[config.mk]
export PLATFORM = sky130hd
export DESIGN_NAME = resizeController
export DESIGN_NICKNAME = d
export VERILOG_FILES = /design/src/source/resizePkg.sv /design/src/source/resizeController.sv
export VERILOG_INCLUDE_DIRS = /design/src /design/src/source
export SDC_FILE = /design/constraint.sdc
export NUM_CORES = 1
export LEC_CHECK = 0
export ABC_AREA = 1
export CAP_MARGIN = 25
export CORE_MARGIN = 2
export CORE_UTILIZATION = 50
export DETAILED_ROUTE_END_ITERATION = 12
export DONT_BUFFER_PORTS = 1
export PLACE_DENSITY = 0.62
export REMOVE_ABC_BUFFERS = 1
export SYNTH_ARGS = -nofsm -noshare
export SYNTH_HDL_FRONTEND = slang
export SYNTH_SLANG_ARGS = --single-unit
[constraint.sdc]
create_clock -name clk -period 2.4 [get_ports clk]
set_clock_uncertainty 0.15 [all_clocks]
set_input_delay 0.24 -clock clk [delete_from_list [all_inputs] [get_ports clk]]
set_output_delay 0.24 -clock clk [all_outputs]
set_load 0.01 [all_outputs]
[src/source/resize_macros.svh]
`ifndef RESIZE_MACROS_SVH
`define RESIZE_MACROS_SVH

// Camera frame in pixels
`define FRAME_WIDTH       640
`define FRAME_HEIGHT      480

// One thumbnail pixel covers this block
`define BLOCK_WIDTH       20
`define BLOCK_HEIGHT      15
`define BLOCK_PIXELS      300

`define THUMB_SIZE        32
`define THUMB_PIXELS      1024

`define FRAME_ADDR_WIDTH  19  // 307200 locations
`define SUM_WIDTH         17  // Max block sum 76500

// floor(sum * 111849 >> 25) == floor(sum / 300) for sum <= 76500
`define RECIP_MULT        111849
`define RECIP_SHIFT       25

`endif

[src/source/resizePkg.sv]
`default_nettype none
`include "resize_macros.svh"

package resizePkg;

    typedef logic [7:0] pixel_t;                          // Grayscale byte
    typedef logic [`FRAME_ADDR_WIDTH-1:0] frameAddr_t;    // row * 640 + column
    typedef logic [`SUM_WIDTH-1:0] blockSum_t;
    typedef logic [9:0] thumbIndex_t;                     // blockRow * 32 + blockCol

    typedef enum logic [1:0] {
        IDLE,
        READ,
        DRAIN
    } resizeState_e;

endpackage

`default_nettype wire

[src/source/resizeController.sv]
`default_nettype none
`include "resize_macros.svh"

module resizeController (
    input  wire                clk,
    input  wire                rst_n,
    input  wire                start,
    input  wire                frameDone,
    output logic               rdEn,
    output resizePkg::frameAddr_t rdAddr,
    output logic               blockLast,
    output logic               busy,
    output logic               resizeDone
);

    import resizePkg::*;

    resizeState_e state;
    resizeState_e nextState;

    logic [4:0] colCnt;        // Column inside block, 0..19
    logic [3:0] rowCnt;        // Line inside block, 0..14
    logic [4:0] blockCol;
    logic [4:0] blockRow;
    frameAddr_t blockBase;     // Top-left pixel of current block
    frameAddr_t rowBase;       // Top-left pixel of current block row

    logic lastCol;
    logic lastRow;
    logic frameLastPix;

    assign lastCol = (colCnt == 5'(`BLOCK_WIDTH - 1));
    assign lastRow = (rowCnt == 4'(`BLOCK_HEIGHT - 1));
    assign blockLast = rdEn && lastCol && lastRow;
    assign frameLastPix = blockLast && (blockCol == 5'(`THUMB_SIZE - 1))
                       && (blockRow == 5'(`THUMB_SIZE - 1));

    assign busy = (state != IDLE);

    always_comb begin
        nextState = state;
        case (state)
            IDLE: begin
                if (start) begin
                    nextState = READ;
                end
            end
            READ: begin
                if (frameLastPix) begin
                    nextState = DRAIN;
                end
            end
            DRAIN: begin
                // Wait for the averager to flush its last block
                if (frameDone) begin
                    nextState = IDLE;
                end
            end
            default: nextState = IDLE;
        endcase
    end

    always_ff @(posedge clk or negedge rst_n) begin
        if (!rst_n) begin
            state <= IDLE;
            resizeDone <= 1'b0;
        end else begin
            state <= nextState;
            resizeDone <= (state == DRAIN) && frameDone;
        end
    end

    // Block walk, one read per clock
    always_ff @(posedge clk or negedge rst_n) begin
        if (!rst_n) begin
            rdEn <= 1'b0;
            rdAddr <= '0;
            colCnt <= '0;
            rowCnt <= '0;
            blockCol <= '0;
            blockRow <= '0;
            blockBase <= '0;
            rowBase <= '0;
        end else if (state == IDLE) begin
            if (start) begin
                rdEn <= 1'b1;
                rdAddr <= '0;
                colCnt <= '0;
                rowCnt <= '0;
                blockCol <= '0;
                blockRow <= '0;
                blockBase <= '0;
                rowBase <= '0;
            end
        end else if (state == READ) begin
            if (frameLastPix) begin
                rdEn <= 1'b0;
            end else if (lastCol) begin
                colCnt <= '0;
                if (lastRow) begin
                    rowCnt <= '0;
                    blockCol <= blockCol + 5'd1;   // Wraps to 0 after 31
                    if (blockCol == 5'(`THUMB_SIZE - 1)) begin
                        // Down 15 lines to the next block row
                        blockRow <= blockRow + 5'd1;
                        rowBase <= rowBase + frameAddr_t'(`FRAME_WIDTH * `BLOCK_HEIGHT);
                        blockBase <= rowBase + frameAddr_t'(`FRAME_WIDTH * `BLOCK_HEIGHT);
                        rdAddr <= rowBase + frameAddr_t'(`FRAME_WIDTH * `BLOCK_HEIGHT);
                    end else begin
                        blockBase <= blockBase + frameAddr_t'(`BLOCK_WIDTH);
                        rdAddr <= blockBase + frameAddr_t'(`BLOCK_WIDTH);
                    end
                end else begin
                    rowCnt <= rowCnt + 4'd1;
                    // Back to column 0 of the block, one line down
                    rdAddr <= rdAddr + frameAddr_t'(`FRAME_WIDTH - `BLOCK_WIDTH + 1);
                end
            end else begin
                colCnt <= colCnt + 5'd1;
                rdAddr <= rdAddr + frameAddr_t'(1);
            end
        end
    end

endmodule

`default_nettype wire

## Word level (Yosys, flattened, before mapping)

Cells that the tools add are included.

- Bits in registers: 80
- Input bits: 4
- Output and inout port bits: 23
- Word-level logic and storage cells: 94

- Add/sub/neg operators: 8
- Equal/unequal tests: 10
- Muxes and demuxes: 48
- Reductions and logical operators: 18

Operator list:

| operator | number |
|---|---|
| $mux W19 | 18 |
| $mux W5 | 16 |
| $mux W4 | 6 |
| $add A19 B1 Y19 const B | 1 |
| $add A19 B10 Y19 const B | 1 |
| $add A19 B14 Y19 const B | 1 |
| $add A19 B5 Y19 const B | 1 |
| $add A5 B1 Y5 const B | 3 |
| $eq A5 B5 Y1 const B | 3 |
| $reduce_bool A2 Y1 | 6 |
| $reduce_and A3 Y1 | 3 |
| $mux W2 | 3 |
| $ne A2 B2 Y1 const B | 3 |
| $pmux W2 S3 | 1 |
| $reduce_and A6 Y1 | 1 |
| $logic_and A1 B1 Y1 | 5 |
| $reduce_and A5 Y1 | 1 |
| $add A4 B1 Y4 const B | 1 |
| $eq A4 B4 Y1 const B | 1 |
| $mux W1 | 4 |
| $reduce_and A4 Y1 | 1 |
| $eq A2 B1 Y1 const B | 1 |
| $eq A2 B2 Y1 const B | 1 |
| $logic_not A2 Y1 | 1 |
| $ne A2 B1 Y1 const B | 1 |

## Logic depth before layout (Yosys ltp)

Gate-level depths: netlist of the first run.

- Depth after elaboration: 8
- Depth in mapped cells: 14
- Gate-level depth less buffers: 13

## Least setup slack after synthesis of the first run

Ideal clock, no wire load.

- Path kind: register to register
- Start point: reg blockCol[0]
- End point: reg blockBase[16]
- Setup time: 0.080 ns
- Data arrival time: 1.788 ns
- Required time: 2.170 ns
- Setup slack: 0.383 ns
- Cell stages (with the launch flop): 13
- Buffers on the path: 1
- Clock period less this slack: 2.017 ns
- Cells stage by stage: dfrtp_1 > ha_1 > nand2_1 > nor2_1 > ha_1 > nand2_1 > inv_1 > nand3_2 > nand2_4 > inv_2 > nand2_4 > buf_4 > o22ai_2

- Word-level cells in the longest chain between the ends: 7
- Elaborated cells between the ends (all ways): 11
- Classes of those cells: 2 x eq/ne; 6 x mux; 3 x reduce/logical

RTL lines:

| element | line | text |
|---|---|---|
| start, declared | resizeController.sv:23 | `logic [4:0] blockCol;` |
| start signal, assigned | resizeController.sv:102 | `blockCol <= blockCol + 5'd1;` |
| $eq A5 B5 Y1 * | resizeController.sv:35, resizeController.sv:103 |  |
| $mux W19 | resizeController.sv:103 | `` if (blockCol == 5'(`THUMB_SIZE - 1)) begin `` |
| $mux W19 | resizeController.sv:100 | `if (lastRow) begin` |
| $mux W19 | resizeController.sv:98 | `end else if (lastCol) begin` |
| $mux W19 | resizeController.sv:96 | `if (frameLastPix) begin` |
| $mux W19 | resizeController.sv:95 | `end else if (state == READ) begin` |
| $mux W19 | resizeController.sv:84 | `end else if (state == IDLE) begin` |
| end signal, assigned | resizeController.sv:107 | `` blockBase <= rowBase + frameAddr_t'(`FRAME_WIDTH * `BLOCK_HEIGHT); `` |
| end signal, assigned | resizeController.sv:110 | `` blockBase <= blockBase + frameAddr_t'(`BLOCK_WIDTH); `` |
| end, declared | resizeController.sv:25 | `frameAddr_t blockBase;` |

Mark *: on every way between the ends. The rest lies on a longest branch, timed or not. The select of a mux whose other input is x is not followed.
A chain may end at the register's enable or synchronous reset.

## Worst setup path in the final report of the first run

- Start point: reg rdAddr[1]
- End point: reg rdAddr[18]

- Word-level cells in the longest chain between the ends: 6
- Elaborated cells between the ends (all ways): 7
- Classes of those cells: 2 x add/sub; 5 x mux

RTL lines:

| element | line | text |
|---|---|---|
| start, declared | resizeController.sv:10 | `output resizePkg::frameAddr_t rdAddr,` |
| start signal, assigned | resizeController.sv:108 | `` rdAddr <= rowBase + frameAddr_t'(`FRAME_WIDTH * `BLOCK_HEIGHT); `` |
| start signal, assigned | resizeController.sv:111 | `` rdAddr <= blockBase + frameAddr_t'(`BLOCK_WIDTH); `` |
| start signal, assigned | resizeController.sv:116 | `` rdAddr <= rdAddr + frameAddr_t'(`FRAME_WIDTH - `BLOCK_WIDTH + 1); `` |
| $add A19 B10 Y19 | resizeController.sv:116 |  |
| $mux W19 | resizeController.sv:100 |  |
| $mux W19 * | resizeController.sv:98 |  |
| $mux W19 * | resizeController.sv:96 |  |
| $mux W19 * | resizeController.sv:95 |  |
| $mux W19 * | resizeController.sv:84 |  |

Marks and branches as above.

==> metrics.md, run 1 <==
| Metric | Value |
|---|---|
| Layout cell share with drive strength beyond 1 | `0.0877` |
| Critical Path RT | `around 2.5 ns` |
| Worst r2r src | `rdAddr[1]` |
| Setup CP Type | `reg2reg` |
| Die W | `~110 um` |
| Hold Vio Cnt, Final | `0` |
| Fin nets | `796` |
| CTS tree | `done` |
| Worst Path Arrival | `~2.3 ns` |
| Overall Power | `~4.8 mW` |
| Worst vdd ir | `between 0.5 and 0.6 mV` |
| FP Rows | `37` |
| CP max FO | `6` |
| Area Growth Syn to Fin | `9.70%` |
| Distinct cells, synth | `40` |
| Final min period | `~2.2 ns` |
| Slew @ Worst Pin | `between 0.4 and 0.5 ns` |
| H-tree lvl count | `3` |
| Synth Area per Inst | `6.72 um^2` |
| I/O pins | `27` |
| CTS root buf | `clkbuf_8` |
| Hold WC Path Type | `in2async` |
| Post-route ant nets | `0` |
| DRT Wirelength | `between 10000 and 15000 um` |
| Dpl hpwl | `roughly 10000 um` |
| Pleak | `~2.7 nW` |
| R2r endpoint | `rdAddr[18]` |
| Seq cells post-synth | `between 70 and 80` |
| Yosys warning total | `0` |
| Flop2flop setup slack | `~0.16 ns` |
| GP Congestion | `~0.90` |
| Router iterations before antenna repair | `5` |
| Vias in the first global route | `about 4700` |
| Via count | `about 5000` |
| Critical path capture point type | `register` |
| Finished Core Util | `0.557` |
| Startpoint Class | `register` |
| IO Port Bufs | `0` |
| Post-synthesis cell count | `769` |
| Register area share after synthesis | `0.353` |
| Routed WL per cell | `15.4 um` |
| Die height | `approximately 110 um` |
| Full die area | `between 10000 and 15000 um^2` |
| Gr ovfl total | `0` |
| Tcrit/Tclk final | `0.932` |
| Core ar. | `slightly above 10000 um^2` |
| CTS sink count | `73` |
| Slew Limit Headroom | `0.708` |
| First-pass GRT wire length | `between 20000 and 25000 um` |
| Initial Util | `0.508` |
| Clk buf depth | `2` |
| Synthesized area | `~5200 um^2` |
| Pins over their slew limit | `0` |
| Clk slew on worst S/H paths | `0.09 ns` |
| RSZ-0062 raised after global routing | `no` |
| Max-cap violations | `0` |
| PD cells | `851 nW/um^2` |
| Remaining DRCs | `0` |
| Initial antenna violation count | `0` |
| Final setup fails | `0` |
| CP Launch Point | `rdAddr[1]` |
| Antenna cells | `0` |
| GRT Util Overall | `0.264` |
| Clk_lat worst skew | `0.36 ns` |
| Iter 0 DRT Violations | `346` |
| Largest net degree at the start of global routing | `74` |
| Worst setup path endpoint | `rdAddr[18]` |
| Hold WS | `between 0.2 and 0.3 ns` |
| Fmax | `447 MHz` |
| Worst r2r path cells | `12` |
| DR vias/cell | `~5.4` |
| Outcome | `complete, no violations` |
| Post-CTS Setup Bufs | `0` |
| Num CTS Buffers | `9` |
## power by group
part           switching, mW  internal [mW]  total, mW
sequential             0.483           1.51       1.99
clock                  0.522          0.701       1.22
combinational           1.04          0.575       1.61
total                   2.04           2.79       4.83
## cells in the mapped netlist
cell type  number  area (um^2)
a21oi_1        19         95.1
and2_1          1         6.26
and3_1          1         6.26
buf_1           1         3.75
buf_2           9         45.0
buf_4           4         30.0
buf_6           3         33.8
clkbuf_1        4         15.0
dfrtp_1        73         1830
ha_1           10          125
inv_1          84          315
inv_2           3         11.3
inv_4           2         12.5
mux2i_4         1         22.5
nand2_1       252          946
nand2_2         1         6.26
nand2_4         3         33.8
nand2_8         2         40.0
nand3_1        98          490
nand3_2         3         30.0
nand3b_1        6         45.0
nand4_1        11         68.8
nand4_2         1         12.5
nor2_1         72          270
nor2_2          1         6.26
nor2_4          2         22.5
nor3_1          6         30.0
nor3_2          1         10.0
nor4_1          2         12.5
o211ai_1        3         22.5
o21ai_0        48          240
o21ai_1        11         55.1
o21ai_2         3         26.3
o21bai_1        2         15.0
o22ai_1         2         12.5
o22ai_2         6         75.1
o31ai_1         2         15.0
or2_2           2         12.5
xnor2_1         1         8.76
xor2_1         13          114
## kinds of logic (layout without fill, tap and decap cells)
family,after synthesis,after routing,synth area share
AO/OA/AOI/OAI,96,96,0.108
XOR/XNOR,14,14,0.0237
adder cells (fa/ha/maj),10,10,0.0242
buffers and inverters,110,128,0.0903
flip-flops,73,73,0.353
multiplexers,1,1,0.00436
AND/OR/NAND/NOR,465,465,0.396
## area by class of cell
cell class	count	area [um^2]
Clock buffer	9	124
Clock inverter	7	125
Fill cell	1033	4510
Inverter	89	339
Multi-Input combinational cell	586	2890
Sequential cell	73	1830
Tap cell	136	170
Timing Repair Buffer	23	200
## repair_timing
action / 4_1_cts / 5_1_grt
hold buffers: 4 / 0
hold endpoints to repair: 76 / 0
setup endpoints to repair: 0 / 13
gates resized for setup: 0 / 3
## state kept, by name, summed over array words and instances (netlist names), 2 cells and up
register,flops
rdAddr,19
rowCnt,4
blockRow,5
colCnt,5
blockBase,19
state,2
rowBase,12
blockCol,5
## how the worst min path moves through the flow
| stage | to | slack, ns | startpoint |
|---|---|---|---|
| after floorplan | blockBase[0] | -0.21 | rst_n |
| after global placement | blockBase[18] | -0.20 | rst_n |
| after detailed placement | blockBase[18] | -0.20 | rst_n |
| after CTS | rdAddr[13] | 0.31 | rst_n |
| after global routing | rdAddr[13] | 0.33 | rst_n |
| final | rdAddr[13] | 0.29 | rst_n |
## cells in the final DEF, fill, tap and decap left out, drive strengths merged, types with 6 or more instances in the layout
cell    count
a21oi      19
buf        20
clkbuf      9
dfrtp      73
ha         10
inv        91
nand2     258
nand3     101
nand3b      6
nand4      12
nor2       75
nor3        7
o21ai      62
o22ai       8
xor2       13
## worst max-delay path, stage by stage (launching register included)
cell     delay (ns)
dfrtp_1        0.51
ha_1           0.30
inv_1          0.09
nand2_1        0.13
nand2_1        0.07
nand2_1        0.16
nand2_1        0.10
nand2_1        0.24
nand2_1        0.10
nand2_1        0.07
nand3_1        0.06
nand3_1        0.10
nand2_1        0.05
## per-stage QoR
step | TNS (ns) | instances | setup slack, ns | area, um^2
after floorplan | -1.04 | 748 | -0.158 | 5040
after global placement | 0 | 903 | 0.175 | 5360
after detailed placement | 0 | 903 | 0.110 | 5360
after CTS | 0 | 923 | 0.0774 | 5660
after global routing | 0 | 923 | 0.00192 | 5670
final | 0 | 923 | 0.164 | 5670
## layer usage
metal / track usage / up-vias / routed length [um]
li1: - / 2520 / -
met1: 0.380 / 2338 / 6670
met2: 0.415 / 131 / 6400
met3: 0.0353 / 20 / 871
met4: 0.0780 / 0 / 257
met5: 0 / - / 0
(Power assumes the default switching activity.)
==> run 2: changes to the inputs <==
--- a/config.mk
+++ b/config.mk
@@ -9,10 +9,10 @@
 export ABC_AREA = 1
 export CAP_MARGIN = 25
 export CORE_MARGIN = 2
-export CORE_UTILIZATION = 50
+export CORE_UTILIZATION = 60
 export DETAILED_ROUTE_END_ITERATION = 12
 export DONT_BUFFER_PORTS = 1
-export PLACE_DENSITY = 0.62
+export PLACE_DENSITY = 0.73
 export REMOVE_ABC_BUFFERS = 1
 export SYNTH_ARGS = -nofsm -noshare
 export SYNTH_HDL_FRONTEND = slang
==> run 2 against run 1 <==
First-iteration DRC count rose by 4.0%. Global-route usage up 4.7 points. Cell count fell by 2.9%. Utilization up 12 points. Sequential cell count is the same.
==> metrics.md, run 2 (synthesized netlist as in run 1, its figures left out) <==
| Metric | Value |
|---|---|
| CP Cell Sequence | `ha_1 > nand2_1 > nor2_1 > ha_2 > nand2_1 > inv_1 > nand3_2 > nand2_4 > buf_4 > buf_4 > a21oi_1 > nand3_1 > nand2_1` |
| I/O pins | `27` |
| CTS root buf | `clkbuf_8` |
| Critical Path RT | `between 2 and 3 ns` |
| Max-cap violations | `0` |
| Placed insts | `868` |
| Outcome | `complete, no violations` |
| Slew @ Worst Pin | `about 0.5 ns` |
| Antenna cells | `0` |
| Post-route ant nets | `0` |
| Top delay family on crit path | `simple AND/OR/NAND/NOR gates` |
| Tcrit/Tclk final | `0.937` |
| Remaining DRCs | `0` |
| Layout cell share with drive strength beyond 1 | `0.0898` |
| Area Growth Syn to Fin | `9.12%` |
| Cell mode on critical path | `nand2_1` |
| Cell-internal power | `roughly 2.7 mW` |
| Iter 0 DRT Violations | `between 300 and 400` |
| Worst Path Arrival | `~2.4 ns` |
| Slowest CP cell | `dfrtp_2` |
| PD cells | `about 840 nW/um^2` |
| Clk buf depth | `2` |
| Commonest non-fill, non-tap cell in the layout | `nand2_1` |
| NetSw | `2.03 mW` |
| Buffer and inverter count on the worst path | `3` |
| Hold WC Path Type | `in2reg` |
| Final min period | `2.25 ns` |
| Gate power share | `0.348` |
| Final setup fails | `0` |
| Dpl hpwl | `10400 um` |
| Most frequent cells in the layout | `nand2_1 (252), nand3_1 (98), inv_1 (84)` |
| Gr ovfl total | `0` |
| Worst vdd ir | `roughly 0.57 mV` |
| Setup CP Type | `reg2reg` |
| Die height | `about 97 um` |
| DR vias/cell | `about 5.8` |
| Routed WL per cell | `between 15 and 20 um` |
| Vias in the first global route | `around 4800` |
| Router iterations before antenna repair | `5` |
| Initial antenna violation count | `0` |
| Max stage delay on crit path | `about 0.45 ns` |
| Startpoint Class | `register` |
| Clk_lat worst skew | `~0.35 ns` |
| Die W | `just under 100 um` |
| CTS tree | `done` |
| Non-Filler Instances | `896` |
| FP Rows | `33` |
| CP max FO | `8` |
| Full die area | `9380 um^2` |
| Initial Util | `0.623` |
| CTS sink count | `73` |
| H-tree lvl count | `3` |
| Pleak | `2.66 nW` |
| First-pass GRT wire length | `~24000 um` |
| Slew Limit Headroom | `0.674` |
| Core ar. | `about 8300 um^2` |
| DRT Wirelength | `between 10000 and 15000 um` |
| Sum Neg Setup Slack | `0 ns` |
| IO Port Bufs | `0` |
| Num CTS Buffers | `9` |
| Critical path capture point type | `register` |
| Clk slew on worst S/H paths | `approximately 0.080 ns` |
| Sw frac | `0.430` |
| Fmax | `between 400 and 500 MHz` |
| Fin nets | `800` |
| Sequential Power Share | `0.425` |
| Largest net degree at the start of global routing | `74` |
| Clk pwr share | `0.227` |
| Pins over their slew limit | `0` |
| GRT Util Overall | `0.311` |
| Hold Vio Cnt, Final | `0` |
| Regs by FF count | `blockBase (19), rdAddr (19), rowBase (12)` |
| GP Congestion | `between 0.9 and 1` |
| Via count | `~5200` |
-- run 2: changes by cell type in the layout (fill, tap and decap cells not counted), sizes merged --
cell	delta
clkinv	+1
bufinv	-1
buf	+4
inv	-2
clkbuf	+2
-- run 2: worst register-to-register path, delay by kind of cell (launching register included) --
| family | cells | cell delay [ns] |
|---|---|---|
| buffers and inverters | 3 | 0.41 |
| adder cells (fa/ha/maj) | 2 | 0.40 |
| AND/OR/NAND/NOR | 7 | 0.58 |
| flip-flops | 1 | 0.45 |
| AO/OA/AOI/OAI | 1 | 0.20 |
-- run 2: stage by stage --
step                      area (um^2)  power, mW  hold WS, ns  utilization  setup slack (ns)
after CTS                        5560       4.67       0.0162        0.669            0.0687
after global placement           5290       3.49       -0.204        0.637             0.209
after detailed placement         5290       3.57       -0.204        0.637            0.0994
after global routing             5640       5.06       0.0460        0.680           -0.0341
after floorplan                  5040       3.09       -0.206            -            -0.158
final                            5640       4.71       0.0320        0.680             0.152
-- run 2: layer usage --
metal / GRT usage / up-vias / share of wire
met5: 0 / - / 0
met1: 0.445 / 2449 / 0.44
met2: 0.489 / 221 / 0.47
met4: 0.107 / 0 / 0.021
met3: 0.0368 / 27 / 0.075
li1: - / 2532 / -
-- run 2: power by group through the flow --
stage          logic [mW]  registers (mW)  clock network, mW
2_1_floorplan        1.18            1.91                  0
3_3_place_gp         1.49            2.00                  0
3_5_place_dp         1.56            2.01                  0
4_1_cts              1.60            1.99               1.07
5_1_grt              1.88            2.05               1.14
6_report             1.64            2.00               1.07
-- run 2: path summary, 6_finish.rpt --
path / from / slack, ns / to / depth (start not counted)
min in group asynchronous: rst_n / 0.32 / blockBase[15] / 2
worst max register to register: blockCol[0] / 0.15 / rdAddr[6] / 13
worst min-delay path: start / 0.03 / rdEn / 2
worst min register to register: blockBase[1] / 0.35 / blockBase[1] / 2
worst max-delay path: blockCol[0] / 0.15 / rdAddr[6] / 13
max in group asynchronous: rst_n / 1.49 / rdEn / 2
-- run 2: cell type report --
cell class                 count  area (um^2)
multi-input combinational    586         2890
fill                         738         2660
sequential                    73         1830
inverter                      89          342
timing repair buffer          27          243
clock buffer                  11          131
tap                          105          131
clock inverter                 5         80.1
-- run 2: timing repair --
item	4_1_cts	5_1_grt
resized for setup	0	8
hold buffers	4	0
buffers inserted	0	8
endpoints found under the hold margin	76	0
endpoints found under the setup margin	0	34
