`src/source/resize_macros.svh`:
```
`ifndef RESIZE_MACROS_SVH
`define RESIZE_MACROS_SVH

// Camera frame in pixels
`define FRAME_WIDTH       640
`define FRAME_HEIGHT      480

// One thumbnail pixel covers this block
`define BLOCK_WIDTH       20
`define BLOCK_HEIGHT      15
`define BLOCK_PIXELS      300

`define THUMB_SIZE        32
`define THUMB_PIXELS      1024

`define FRAME_ADDR_WIDTH  19  // 307200 locations
`define SUM_WIDTH         17  // Max block sum 76500

// floor(sum * 111849 >> 25) == floor(sum / 300) for sum <= 76500
`define RECIP_MULT        111849
`define RECIP_SHIFT       25

`endif

```
`src/source/resizePkg.sv`:
```
`default_nettype none
`include "resize_macros.svh"

package resizePkg;

    typedef logic [7:0] pixel_t;                          // Grayscale byte
    typedef logic [`FRAME_ADDR_WIDTH-1:0] frameAddr_t;    // row * 640 + column
    typedef logic [`SUM_WIDTH-1:0] blockSum_t;
    typedef logic [9:0] thumbIndex_t;                     // blockRow * 32 + blockCol

    typedef enum logic [1:0] {
        IDLE,
        READ,
        DRAIN
    } resizeState_e;

endpackage

`default_nettype wire

```
`src/source/blockAverager.sv`:
```
`default_nettype none
`include "resize_macros.svh"

module blockAverager (
    input  wire                    clk,
    input  wire                    rst_n,
    input  wire                    rdEn,
    input  wire                    blockLast,
    input  wire resizePkg::pixel_t rdPix,
    output logic                   thumbWrEn,
    output resizePkg::thumbIndex_t thumbWrIndex,
    output resizePkg::pixel_t      thumbWrPix,
    output logic                   frameDone
);

    import resizePkg::*;

    logic rdEnD;          // Strobe aligned with rdPix
    logic blockLastD;
    logic sumValid;

    blockSum_t acc;
    blockSum_t accNext;
    blockSum_t blockSum;  // Completed sum waiting for the multiply

    logic [2*`SUM_WIDTH-1:0] product;

    assign accNext = acc + blockSum_t'(rdPix);

    // Mean is the top byte above the reciprocal shift
    assign thumbWrPix = product[`RECIP_SHIFT +: 8];

    assign frameDone = thumbWrEn && (thumbWrIndex == thumbIndex_t'(`THUMB_PIXELS - 1));

    always_ff @(posedge clk or negedge rst_n) begin
        if (!rst_n) begin
            rdEnD <= 1'b0;
            blockLastD <= 1'b0;
            sumValid <= 1'b0;
            thumbWrEn <= 1'b0;
            acc <= '0;
            thumbWrIndex <= '0;
        end else begin
            rdEnD <= rdEn;
            blockLastD <= blockLast;
            sumValid <= blockLastD;
            thumbWrEn <= sumValid;     // Product ready one cycle after the sum
            if (rdEnD) begin
                // Clear on the block's last pixel so the next block starts fresh
                acc <= blockLastD ? '0 : accNext;
            end
            if (thumbWrEn) begin
                thumbWrIndex <= thumbWrIndex + 10'd1;   // Wraps for the next frame
            end
        end
    end

    // Divide pipeline, runs alongside accumulation of the next block
    always_ff @(posedge clk) begin
        if (blockLastD) begin
            blockSum <= accNext;
        end
        if (sumValid) begin
            product <= (2*`SUM_WIDTH)'(blockSum) * (2*`SUM_WIDTH)'(`RECIP_MULT);
        end
    end

endmodule

`default_nettype wire

```
`config.mk`:
```
export PLATFORM = sky130hd
export DESIGN_NAME = blockAverager
export DESIGN_NICKNAME = d
export VERILOG_FILES = /design/src/source/resizePkg.sv /design/src/source/blockAverager.sv
export VERILOG_INCLUDE_DIRS = /design/src /design/src/source
export SDC_FILE = /design/constraint.sdc
export NUM_CORES = 1
export LEC_CHECK = 0
export BUFFER_PORTS_ARGS = -buffer_cell sky130_fd_sc_hd__buf_4
export CAP_MARGIN = 10
export CELL_PAD_IN_SITES_DETAIL_PLACEMENT = 2
export CELL_PAD_IN_SITES_GLOBAL_PLACEMENT = 2
export CORE_MARGIN = 5
export CORE_UTILIZATION = 47
export CTS_BUF_LIST = sky130_fd_sc_hd__clkbuf_8 sky130_fd_sc_hd__clkbuf_16
export DETAILED_ROUTE_END_ITERATION = 12
export PLACE_DENSITY_LB_ADDON = 0.1
export SLEW_MARGIN = 20
export SYNTH_ARGS = -nofsm -noshare
export SYNTH_HDL_FRONTEND = slang
export SYNTH_SLANG_ARGS = --single-unit
```
`constraint.sdc`:
```
create_clock -name clk -period 14.64 [get_ports clk]
set_input_delay 1.464 -clock clk [delete_from_list [all_inputs] [get_ports clk]]
set_output_delay 1.464 -clock clk [all_outputs]
set_load 0.02 [all_outputs]
```
* Word level (Yosys, flattened, before mapping)
Index checks and enable logic that the tools add are counted.
** Storage, ports and cells
- Flip-flop bits (word level) :: 81
- Bits of input ports :: 12
- Output and inout port bits :: 20
- Word-level logic and storage cells :: 14
** Operators by class
- Add/sub/neg operators :: 2
- Multiply operators :: 1
- Equal/unequal tests :: 1
- Muxes and demuxes :: 1
- Reductions and logical operators :: 1
** Operator list (number)
- $mul A17 B17 Y33 const B :: 1
- $add A17 B8 Y17 :: 1
- $mux W17 :: 1
- $add A10 B1 Y10 const B :: 1
- $eq A10 B10 Y1 const B :: 1
- $logic_and A1 B1 Y1 :: 1

* Longest topological paths before layout
Gate-level depths: netlist (run 1).
- Word-level depth :: 2
- Depth in mapped cells :: 19
- Mapped depth without buffers :: 19

* Least setup slack after synthesis (run 1)
OpenSTA, ideal clock, no wires.
- Kind :: register to register
- Start point :: register blockSum[11]
- End point :: register product[31], data pin
- Setup time :: 272 ps
- Arrival :: 5278 ps
- Path slack :: 9090 ps
- Stages on the path, launching flop included :: 18
- Buffers on the path :: 0
- Clock period less this slack :: 5550 ps
- Cell sequence :: edfxtp_1 -> inv_1 -> fa_1 -> fa_1 -> inv_1 -> fa_1 -> fa_1 -> fa_1 -> inv_1 -> fa_1 -> inv_1 -> ha_1 -> nand3_2 -> or2_0 -> o32a_4 -> a211oi_4 -> or4_1 -> o311ai_2
** On the way
- Longest elaborated chain between the ends :: 1
** Ends and longest elaborated chain
- start, declared :: line blockAverager.sv:24 : blockSum_t blockSum;
- start signal, assigned :: line blockAverager.sv:61 : blockSum <= accNext;
- $mul A17 B17 Y33 :: line blockAverager.sv:64 : product <= (2*`SUM_WIDTH)'(blockSum) * (2*`SUM_WIDTH)'(`RECIP_MULT);
- end signal, assigned :: line blockAverager.sv:64
- end, declared :: line blockAverager.sv:26 : logic [2*`SUM_WIDTH-1:0] product;
Every way passes these cells.
A chain may end at the register's enable or synchronous reset.

* Worst setup path after layout (run 1)
- Start point :: register blockSum[8]
- End point :: register product[31], data pin
Same word-level chain as after synthesis.

==> results_dict.tcl, run 1 <==
set metrics [dict create \
    routed-wl-met3_um 569 \
    grt_max_degree 32 \
    critical_path_peak_fanout 6 \
    grt_antenna_before_repair 1 \
    synth_sequential_area_ratio_pct 20.5 \
    cts.reportedPaths.clkPinSlew_ns 0.09 \
    layout.nets 974 \
    worstRegToRegCells 17 \
    clock_latency_ns 0.32 \
    whs_ns 0.498 \
    cts-root-buf "sky130_fd_sc_hd__clkbuf_16" \
    final_layout_size_suffix_gt1_share_pct 7.62 \
    fin_skew_ns 0.0133 \
    first_global_vias 6319 \
    tightest_slew_ns 0.578 \
    most-common-layout-cells "sky130_fd_sc_hd__inv_1 (176), sky130_fd_sc_hd__ha_1 (135), sky130_fd_sc_hd__fa_1 (106)" \
    syn-cell-area_um2 7460 \
    timing.critical_path.from_type "register" \
    rows 46 \
    highest-signal-layer "met5" \
    timing.setup.critical_path_class "register to register" \
    coreArea_um2 15700 \
    mux_contribution_to_synthesized_area_pct 0.436 \
    final_util_pct 51.5 \
    synthesis.yosys.warnings 0 \
    drc 0 \
    number_of_hold_violations_in_the_final_report 0 \
    hold_buffers 0 \
    drtIter0Drc 151 \
    detail_route.wirelength.met1_um 8500 \
    max_freq_mhz 165 \
    hold-path-cell-count 1 \
    post_synth_and_or_nand_nor_area_fraction_pct 5.76 \
    die-height_um 136 \
    area_growth_pct 8.54 \
    globalRouteTotalUtil_pct 25.7 \
    critical_path.reg2reg.endpoint "product[31]$_DFFE_PP_" \
    detailroute.via_count 5076 \
    first_pass_grt_wire_length_um 35400 \
    holdCritStartpoint "thumbWrIndex[9]$_DFFE_PN0P_" \
    multiInputGateArea_um2 5240 \
    filler_cell_count 1635 \
    synth_compound_gate_area_share_pct 9.01 \
    wirelength_um 21900 \
    cts_repair_resize_count 0 \
    syn-instance-count 687 \
    vias_per_cell 5.41 \
    period_share_pct 41.4 \
    reg2reg_setup_slack_ns 8.58 \
    post-route-min-period_ns 6.06 \
    synthFlopType "sky130_fd_sc_hd__dfrtp_1" \
    synth_top_family_by_area "adder cells" \
    setup_viol 0 \
    tritoncts_num_sinks 56 \
    synth_xor_area_share_pct 3.99 \
    met2WireLength_um 12000 \
    tritoncts "yes" \
    antenna_cells 0 \
    port_buffers 31 \
    postCtsSetupRepairBufs 0 \
    syn_area_per_cell_um2 10.9 \
    rsz_0062_raised_after_global_routing "no" \
    cts_max_path_buffers 2 \
    detail_route.wl_per_cell_um 23.3 \
    synthesized_flop_and_latch_total 56 \
    setup-tns-final_ns 0 \
    worst-endpoint-arrival_ns 6.11 \
    status "finished, final reports clean" \
    hold_path.class "register to register" \
    dr.pass1.iters 4 \
    critical_path_required_ns 14.70 \
    yosys.cell_types.count 54 \
    layout_commonest_cell "sky130_fd_sc_hd__inv_1" \
    regToRegStartpoint "blockSum[8]$_DFFE_PP_" \
    detailedPlacementHpwl_um 19100 \
    dp_cells 930 \
    floorplan.initialDensity_pct 47.5 \
    min_delay_worst_endpoint "thumbWrIndex[9]$_DFFE_PN0P_" \
    die_outline_area_um2 18500 \
    layoutNonFillerInstCount 938 \
    die_width_um 136 \
    deepest_level_of_the_cts_h_tree 2 \
    worstSetupEndpointType "register" \
    ant_nets 0 \
    timing_max_transition_violations_final 0 \
    synth_edf_count 25 \
    overflow 0 \
    synth_fp_nets 940 \
    tritoncts.num_buffers 5 \
    synth-adder-area-share_pct 51.1 \
    cap_viol_max_count 0 \
    placer_congestion_estimate 0.843 \
    synthArstFlopShare_pct 55.4 \
    floorplan.io_pins 32 \
    slew_headroom_pct 61.1 \
    ff_latch_area_um2 1530 \
]
-- sequential cells by signal, summed over array words and instances, names as in the netlist --
name,count
sumValid,1
blockLastD,1
rdEnD,1
thumbWrEn,1
acc,17
product,8
thumbWrIndex,10
blockSum,17
-- synth_stat cells, types with 10 or more instances --
cell / count / area [um2]
sky130_fd_sc_hd__inv_1: 176 / 661
sky130_fd_sc_hd__ha_1: 135 / 1690
sky130_fd_sc_hd__fa_1: 106 / 2120
sky130_fd_sc_hd__dfrtp_1: 31 / 776
sky130_fd_sc_hd__xnor2_1: 28 / 245
sky130_fd_sc_hd__edfxtp_1: 25 / 751
sky130_fd_sc_hd__a21oi_1: 20 / 100
sky130_fd_sc_hd__nand2_1: 20 / 75.1
sky130_fd_sc_hd__nor2_1: 18 / 67.6
sky130_fd_sc_hd__o21ai_0: 11 / 55.1
sky130_fd_sc_hd__a21o_1: 10 / 75.1
sky130_fd_sc_hd__and3_1: 10 / 62.6
-- worst max-delay path, cell delays in order, from the launching register on --
cell and delay (ns):
sky130_fd_sc_hd__edfxtp_1 0.53, sky130_fd_sc_hd__inv_1 0.20, sky130_fd_sc_hd__fa_1 0.56, sky130_fd_sc_hd__fa_1 0.53
sky130_fd_sc_hd__inv_1 0.06, sky130_fd_sc_hd__fa_1 0.52, sky130_fd_sc_hd__fa_1 0.45, sky130_fd_sc_hd__fa_1 0.55
sky130_fd_sc_hd__inv_1 0.06, sky130_fd_sc_hd__fa_1 0.53, sky130_fd_sc_hd__inv_1 0.05, sky130_fd_sc_hd__ha_1 0.31
sky130_fd_sc_hd__nand3_2 0.11, sky130_fd_sc_hd__or2_0 0.23, sky130_fd_sc_hd__o32a_4 0.42, sky130_fd_sc_hd__a211oi_4 0.38
sky130_fd_sc_hd__or4_1 0.20, sky130_fd_sc_hd__o311ai_2 0.11
-- cell families after synthesis --
family / after synthesis
adder cells (fa/ha/maj): 241
multiplexers: 3
AND/OR/NAND/NOR: 82
buffers and inverters: 181
flip-flops: 56
XOR/XNOR: 34
AO/OA/AOI/OAI: 90
-- through the flow --
step / area [um2] / setup slack (ns)
3_3_place_gp: 7940 / 8.85
3_5_place_dp: 7940 / 8.57
5_1_grt: 8090 / 8.38
2_1_floorplan: 7460 / 9.09
6_report: 8090 / 8.58
4_1_cts: 8090 / 8.56
-- layer usage --
layer | up-vias | GRT usage, %
met5 | - | 0
met1 | 2643 | 29.2
met4 | 2 | 8.57
met3 | 44 | 4.00
met2 | 81 | 48.9
li1 | 2306 | -
-- how the worst max path moves through the flow --
| stage | end | cells past startpoint | startpoint | slack [ns] |
|---|---|---|---|---|
| 6_report | product[31]$_DFFE_PP_ | 17 | blockSum[8]$_DFFE_PP_ | 8.58 |
| 5_1_grt | product[31]$_DFFE_PP_ | 17 | blockSum[11]$_DFFE_PP_ | 8.38 |
| 4_1_cts | product[31]$_DFFE_PP_ | 17 | blockSum[11]$_DFFE_PP_ | 8.56 |
| 3_5_place_dp | product[31]$_DFFE_PP_ | 17 | blockSum[12]$_DFFE_PP_ | 8.57 |
| 3_3_place_gp | product[31]$_DFFE_PP_ | 17 | blockSum[11]$_DFFE_PP_ | 8.85 |
| 2_1_floorplan | product[31]$_DFFE_PP_ | 17 | blockSum[11]$_DFFE_PP_ | 9.09 |
-- layout make-up --
type / count / area share (%)
timing repair buffer: 32 / 2.97
inverter: 176 / 8.16
clock inverter: 3 / 0.340
sequential: 56 / 18.9
clock buffer: 5 / 1.55
multi-input combinational: 450 / 64.8
tap: 216 / 3.34
Power of run 1 is not shown: default switching activity piles up to over one toggle a cycle in this logic, so the estimate is an artifact.
==> run 2, diff against run 1 <==
CORE_UTILIZATION = 43   (was 47)
clock period = 5.95 ns   (was 14.64 ns; I/O delays follow)
==> run 2 against run 1 <==
  * Utilization is 3.5 points lower
  * Fmax is 5.5% higher
  * Worst setup slack worse by 8.4 ns
  * Non-clock buffer count is 15 higher
  * Die area is 8.6% higher
  * Routed wire length is 6.9% lower
  * Critical path type unchanged
  * Highest routed layer is now met4
==> results_dict.tcl, run 2 (same netlist as run 1, synthesis figures left out) <==
set metrics [dict create \
    worstRegToRegCells 17 \
    number_of_hold_violations_in_the_final_report 0 \
    setup_viol 0 \
    first_global_vias 6229 \
    cap_viol_max_count 0 \
    placer_congestion_estimate 0.837 \
    layout.nets 989 \
    tritoncts_num_sinks 56 \
    detailroute.via_count 5055 \
    critical_path_required_ns 6.00 \
    critical_path_peak_fanout 5 \
    rows 48 \
    cts.reportedPaths.clkPinSlew_ns 0.08 \
    timing.setup.critical_path_class "register to register" \
    area_growth_pct 10.7 \
    period_share_pct 96.5 \
    worst-endpoint-arrival_ns 5.80 \
    reg2reg_setup_slack_ns 0.21 \
    grt_max_degree 32 \
    final_layout_size_suffix_gt1_share_pct 9.91 \
    deepest_level_of_the_cts_h_tree 2 \
    clock_latency_ns 0.31 \
    die_width_um 142 \
    die-height_um 142 \
    drtIter0Drc 99 \
    hold_buffers 0 \
    regToRegStartpoint "blockSum[11]$_DFFE_PP_" \
    wirelength_um 20400 \
    tritoncts "yes" \
    ant_nets 0 \
    floorplan.io_pins 32 \
    post-route-min-period_ns 5.74 \
    layout_commonest_cell "sky130_fd_sc_hd__inv_1" \
    overflow 0 \
    grt_antenna_before_repair 0 \
    dr.pass1.iters 4 \
    status "finished, final reports clean" \
    postCtsSetupRepairBufs 0 \
    cts_repair_resize_count 0 \
    globalRouteTotalUtil_pct 21.7 \
    tightest_slew_ns 0.558 \
    critical_path.reg2reg.endpoint "product[32]$_DFFE_PP_" \
    antenna_cells 0 \
    largestRegisters "acc: 17 flops, blockSum: 17 flops, thumbWrIndex: 10 flops" \
    vias_per_cell 5.25 \
    first_pass_grt_wire_length_um 33600 \
    slew_headroom_pct 62.5 \
    worstSetupEndpointType "register" \
    most-common-layout-cells "sky130_fd_sc_hd__inv_1 (173), sky130_fd_sc_hd__ha_1 (135), sky130_fd_sc_hd__fa_1 (106)" \
    cts_max_path_buffers 2 \
    cts-root-buf "sky130_fd_sc_hd__clkbuf_16" \
    detailedPlacementHpwl_um 18000 \
    rsz_0062_raised_after_global_routing "no" \
    detail_route.wl_per_cell_um 21.2 \
    timing_max_transition_violations_final 0 \
    floorplan.initialDensity_pct 43.4 \
    fin_skew_ns 0.0123 \
    hold_path.class "input port to asynchronous set/reset pin" \
    port_buffers 31 \
    tritoncts.num_buffers 5 \
    setup-tns-final_ns 0 \
    max_freq_mhz 174 \
    timing.critical_path.from_type "register" \
    drc 0 \
    die_outline_area_um2 20100 \
    coreArea_um2 17200 \
]
-- run 2: cell types whose count changed in the layout (fill, tap and decap cells not counted), sizes merged --
cell	previous run	this run
buf	32	47
clkinvlp	1	0
clkinv	1	0
clkbuf	5	7
-- run 2: layout make-up --
class / count / area [um2]
clock buffers: 7 / 175
fillers: 1821 / 8930
flip-flops and latches: 56 / 1530
well taps: 225 / 282
repair buffers: 47 / 353
multi-input cells: 450 / 5240
inverters: 176 / 668
clock inverters: 1 / 3.75
-- run 2: critical path: stages, from the launching register on --
cell and delay [ns]:
sky130_fd_sc_hd__edfxtp_1 0.44, sky130_fd_sc_hd__inv_4 0.13, sky130_fd_sc_hd__fa_1 0.45, sky130_fd_sc_hd__fa_1 0.51, sky130_fd_sc_hd__inv_1 0.05, sky130_fd_sc_hd__fa_1 0.53, sky130_fd_sc_hd__fa_1 0.44, sky130_fd_sc_hd__fa_1 0.54
sky130_fd_sc_hd__inv_1 0.06, sky130_fd_sc_hd__fa_1 0.54, sky130_fd_sc_hd__inv_1 0.04, sky130_fd_sc_hd__ha_1 0.35, sky130_fd_sc_hd__nand3_2 0.13, sky130_fd_sc_hd__or2_0 0.23, sky130_fd_sc_hd__o32a_4 0.43, sky130_fd_sc_hd__a211oi_4 0.30
sky130_fd_sc_hd__o41ai_1 0.15, sky130_fd_sc_hd__xnor2_1 0.16
-- run 2: worst max-delay path by stage --
stage / startpoint / to / cells past startpoint / slack (ns)
2_1_floorplan: blockSum[11]$_DFFE_PP_ / product[31]$_DFFE_PP_ / 17 / 0.40
3_3_place_gp: blockSum[11]$_DFFE_PP_ / product[31]$_DFFE_PP_ / 17 / 0.26
3_5_place_dp: blockSum[11]$_DFFE_PP_ / product[32]$_DFFE_PP_ / 17 / 0.03
4_1_cts: blockSum[11]$_DFFE_PP_ / product[32]$_DFFE_PP_ / 17 / 0.03
5_1_grt: blockSum[11]$_DFFE_PP_ / product[32]$_DFFE_PP_ / 17 / 0.005
6_report: blockSum[11]$_DFFE_PP_ / product[32]$_DFFE_PP_ / 17 / 0.21
-- run 2: routing by layer --
| metal | track usage (%) | vias up | share of wire [%] |
|---|---|---|---|
| li1 | - | 2329 | - |
| met1 | 27.4 | 2636 | 44 |
| met2 | 39.7 | 65 | 52 |
| met3 | 2.19 | 25 | 1.8 |
| met4 | 5.61 | 0 | 2.2 |
| met5 | 0 | - | 0 |
-- run 2: stage by stage --
step	worst slack [ns]	hold slack [ns]	util, %	cell area (um2)	instances
global route	0.00467	0.243	48.0	8250	962
finish	0.206	0.214	48.0	8250	962
floorplan	0.400	0.299	-	7460	687
detailed placement	0.0321	0.485	46.9	8060	954
CTS	0.0276	0.226	48.0	8240	962
global placement	0.260	0.482	46.9	8060	954
Power of run 2 is left out for the same reason.
==> run 3, diff against run 2 <==
SETUP_SLACK_MARGIN = 0.3   (was not set)
==> run 3 against run 2 <==
  * Critical path depth is the same
  * Clock-buffer cell count is the same
  * Register-to-register slack is essentially flat
  * Die area is the same
  * Utilization grew 1.6 points
==> results_dict.tcl, run 3 (same netlist as run 1, synthesis figures left out) <==
set metrics [dict create \
    final_layout_size_suffix_gt1_share_pct 15.6 \
    rsz_0062_raised_after_global_routing "yes" \
    setup_viol 0 \
    die_width_um 142 \
    most-common-layout-cells "sky130_fd_sc_hd__inv_1 (163), sky130_fd_sc_hd__ha_1 (125), sky130_fd_sc_hd__fa_1 (102)" \
    multiInputGateArea_um2 5410 \
    setup-tns-final_ns 0 \
    grt_antenna_before_repair 0 \
    dr.pass1.iters 4 \
    cts-root-buf "sky130_fd_sc_hd__clkbuf_16" \
    floorplan.io_pins 32 \
    floorplan.initialDensity_pct 43.4 \
    first_global_vias 6262 \
    ant_nets 0 \
    filler_cell_count 1807 \
    vias_per_cell 5.39 \
    critical_path_required_ns 6.01 \
    number_of_hold_violations_in_the_final_report 0 \
    cts.reportedPaths.clkPinSlew_ns 0.09 \
    hold_buffers 0 \
    detailedPlacementHpwl_um 18000 \
    fin_skew_ns 0.0110 \
    overflow 0 \
    tritoncts.num_buffers 5 \
    globalRouteTotalUtil_pct 21.8 \
    drtIter0Drc 109 \
    timing.setup.critical_path_class "register to register" \
    max_freq_mhz 174 \
    worst-endpoint-arrival_ns 5.80 \
    die-height_um 142 \
    tightest_slew_ns 0.684 \
    tritoncts_num_sinks 56 \
    rows 48 \
    placer_congestion_estimate 0.837 \
    wirelength_um 23000 \
    drc 0 \
    ff_latch_area_um2 1530 \
    first_pass_grt_wire_length_um 33700 \
    detailroute.via_count 5257 \
    final_util_pct 49.6 \
    timing_max_transition_violations_final 0 \
    tritoncts "yes" \
    layout_commonest_cell "sky130_fd_sc_hd__inv_1" \
    gr-usage-met3_pct 2.33 \
    largestRegisters "acc: 17 flops, blockSum: 17 flops, thumbWrIndex: 10 flops" \
    detail_route.wl_per_cell_um 23.6 \
    grt-busiest-layer "met2" \
    timing.critical_path.from_type "register" \
    hold_path.class "input port to asynchronous set/reset pin" \
    cap_viol_max_count 0 \
    die_outline_area_um2 20100 \
    worstSetupEndpointType "register" \
    grtUsageMet2_pct 39.6 \
    met1_use_gr_pct 27.3 \
    post-route-min-period_ns 5.74 \
    critical_path_peak_fanout 4 \
    slew_headroom_pct 54.0 \
    antenna_cells 0 \
    layout.nets 1003 \
    deepest_level_of_the_cts_h_tree 2 \
    status "finished, final reports clean" \
    cts_max_path_buffers 2 \
    period_share_pct 96.4 \
    port_buffers 31 \
    clock_latency_ns 0.32 \
    grt_max_degree 32 \
    coreArea_um2 17200 \
    area_growth_pct 14.3 \
]
[run 3: changes by cell type in the layout (fill, tap and decap cells not counted), moves of 10 or more]
| cell | before | now |
|---|---|---|
| sky130_fd_sc_hd__buf_4 | 47 | 60 |
| sky130_fd_sc_hd__inv_2 | 1 | 12 |
| sky130_fd_sc_hd__ha_1 | 135 | 125 |
| sky130_fd_sc_hd__ha_4 | 0 | 10 |
| sky130_fd_sc_hd__inv_1 | 173 | 163 |
[run 3: final cells by class]
cell class	count	share of cell area, %
clock buffer	7	2.06
clock inverter	1	0.0440
inverter	176	7.83
multi-input combinational	450	63.4
sequential	56	17.9
tap	225	3.30
timing repair buffer	61	5.42
[run 3: path summary, 6_finish.rpt]
kind / slack [ns] / start / to / depth (start not counted)
min reg2reg: 0.49 / thumbWrIndex[9]$_DFFE_PN0P_ / thumbWrIndex[9]$_DFFE_PN0P_ / 1
max: 0.21 / blockSum[4]$_DFFE_PP_ / product[32]$_DFFE_PP_ / 17
max in group asynchronous: 5.44 / rst_n / thumbWrIndex[1]$_DFFE_PN0P_ / 1
min in group clk: 0.39 / rdEn / rdEnD$_DFF_PN0_ / 1
max reg2reg: 0.21 / blockSum[4]$_DFFE_PP_ / product[32]$_DFFE_PP_ / 17
min: 0.21 / rst_n / acc[3]$_DFFE_PN0P_ / 1
[run 3: metal layers]
layer,share of wire [%],vias up
met5,0,-
met3,3.4,55
met4,3.4,0
met2,53,119
met1,40,2726
li1,-,2357
[run 3: timing repair]
action                     CTS  global route
pin swaps                    8            34
setup endpoints to repair    6             4
buffers inserted             2            12
gates resized for setup     12            27
[run 3: critical path, stage by stage, from the launching register on]
cell and delay (ns):
sky130_fd_sc_hd__edfxtp_1 0.47, sky130_fd_sc_hd__ha_1 0.36, sky130_fd_sc_hd__inv_1 0.15, sky130_fd_sc_hd__fa_1 0.49
sky130_fd_sc_hd__fa_1 0.57, sky130_fd_sc_hd__inv_1 0.08, sky130_fd_sc_hd__fa_1 0.49, sky130_fd_sc_hd__fa_1 0.49
sky130_fd_sc_hd__inv_1 0.06, sky130_fd_sc_hd__fa_1 0.55, sky130_fd_sc_hd__inv_2 0.05, sky130_fd_sc_hd__ha_4 0.29
sky130_fd_sc_hd__nand3_4 0.09, sky130_fd_sc_hd__or2_1 0.25, sky130_fd_sc_hd__o32a_4 0.42, sky130_fd_sc_hd__a211oi_4 0.37
sky130_fd_sc_hd__o41ai_2 0.16, sky130_fd_sc_hd__xnor2_1 0.16
[run 3: stage by stage]
step | setup WS, ns | area [um2] | hold slack (ns) | cells
floorplan | 0.400 | 7460 | 0.299 | 687
global placement | 0.260 | 8060 | 0.482 | 954
detailed placement | 0.0321 | 8060 | 0.485 | 954
CTS | 0.303 | 8310 | 0.226 | 964
global route | 0.0384 | 8520 | 0.240 | 976
finish | 0.213 | 8520 | 0.209 | 976
Power of run 3 is left out for the same reason.
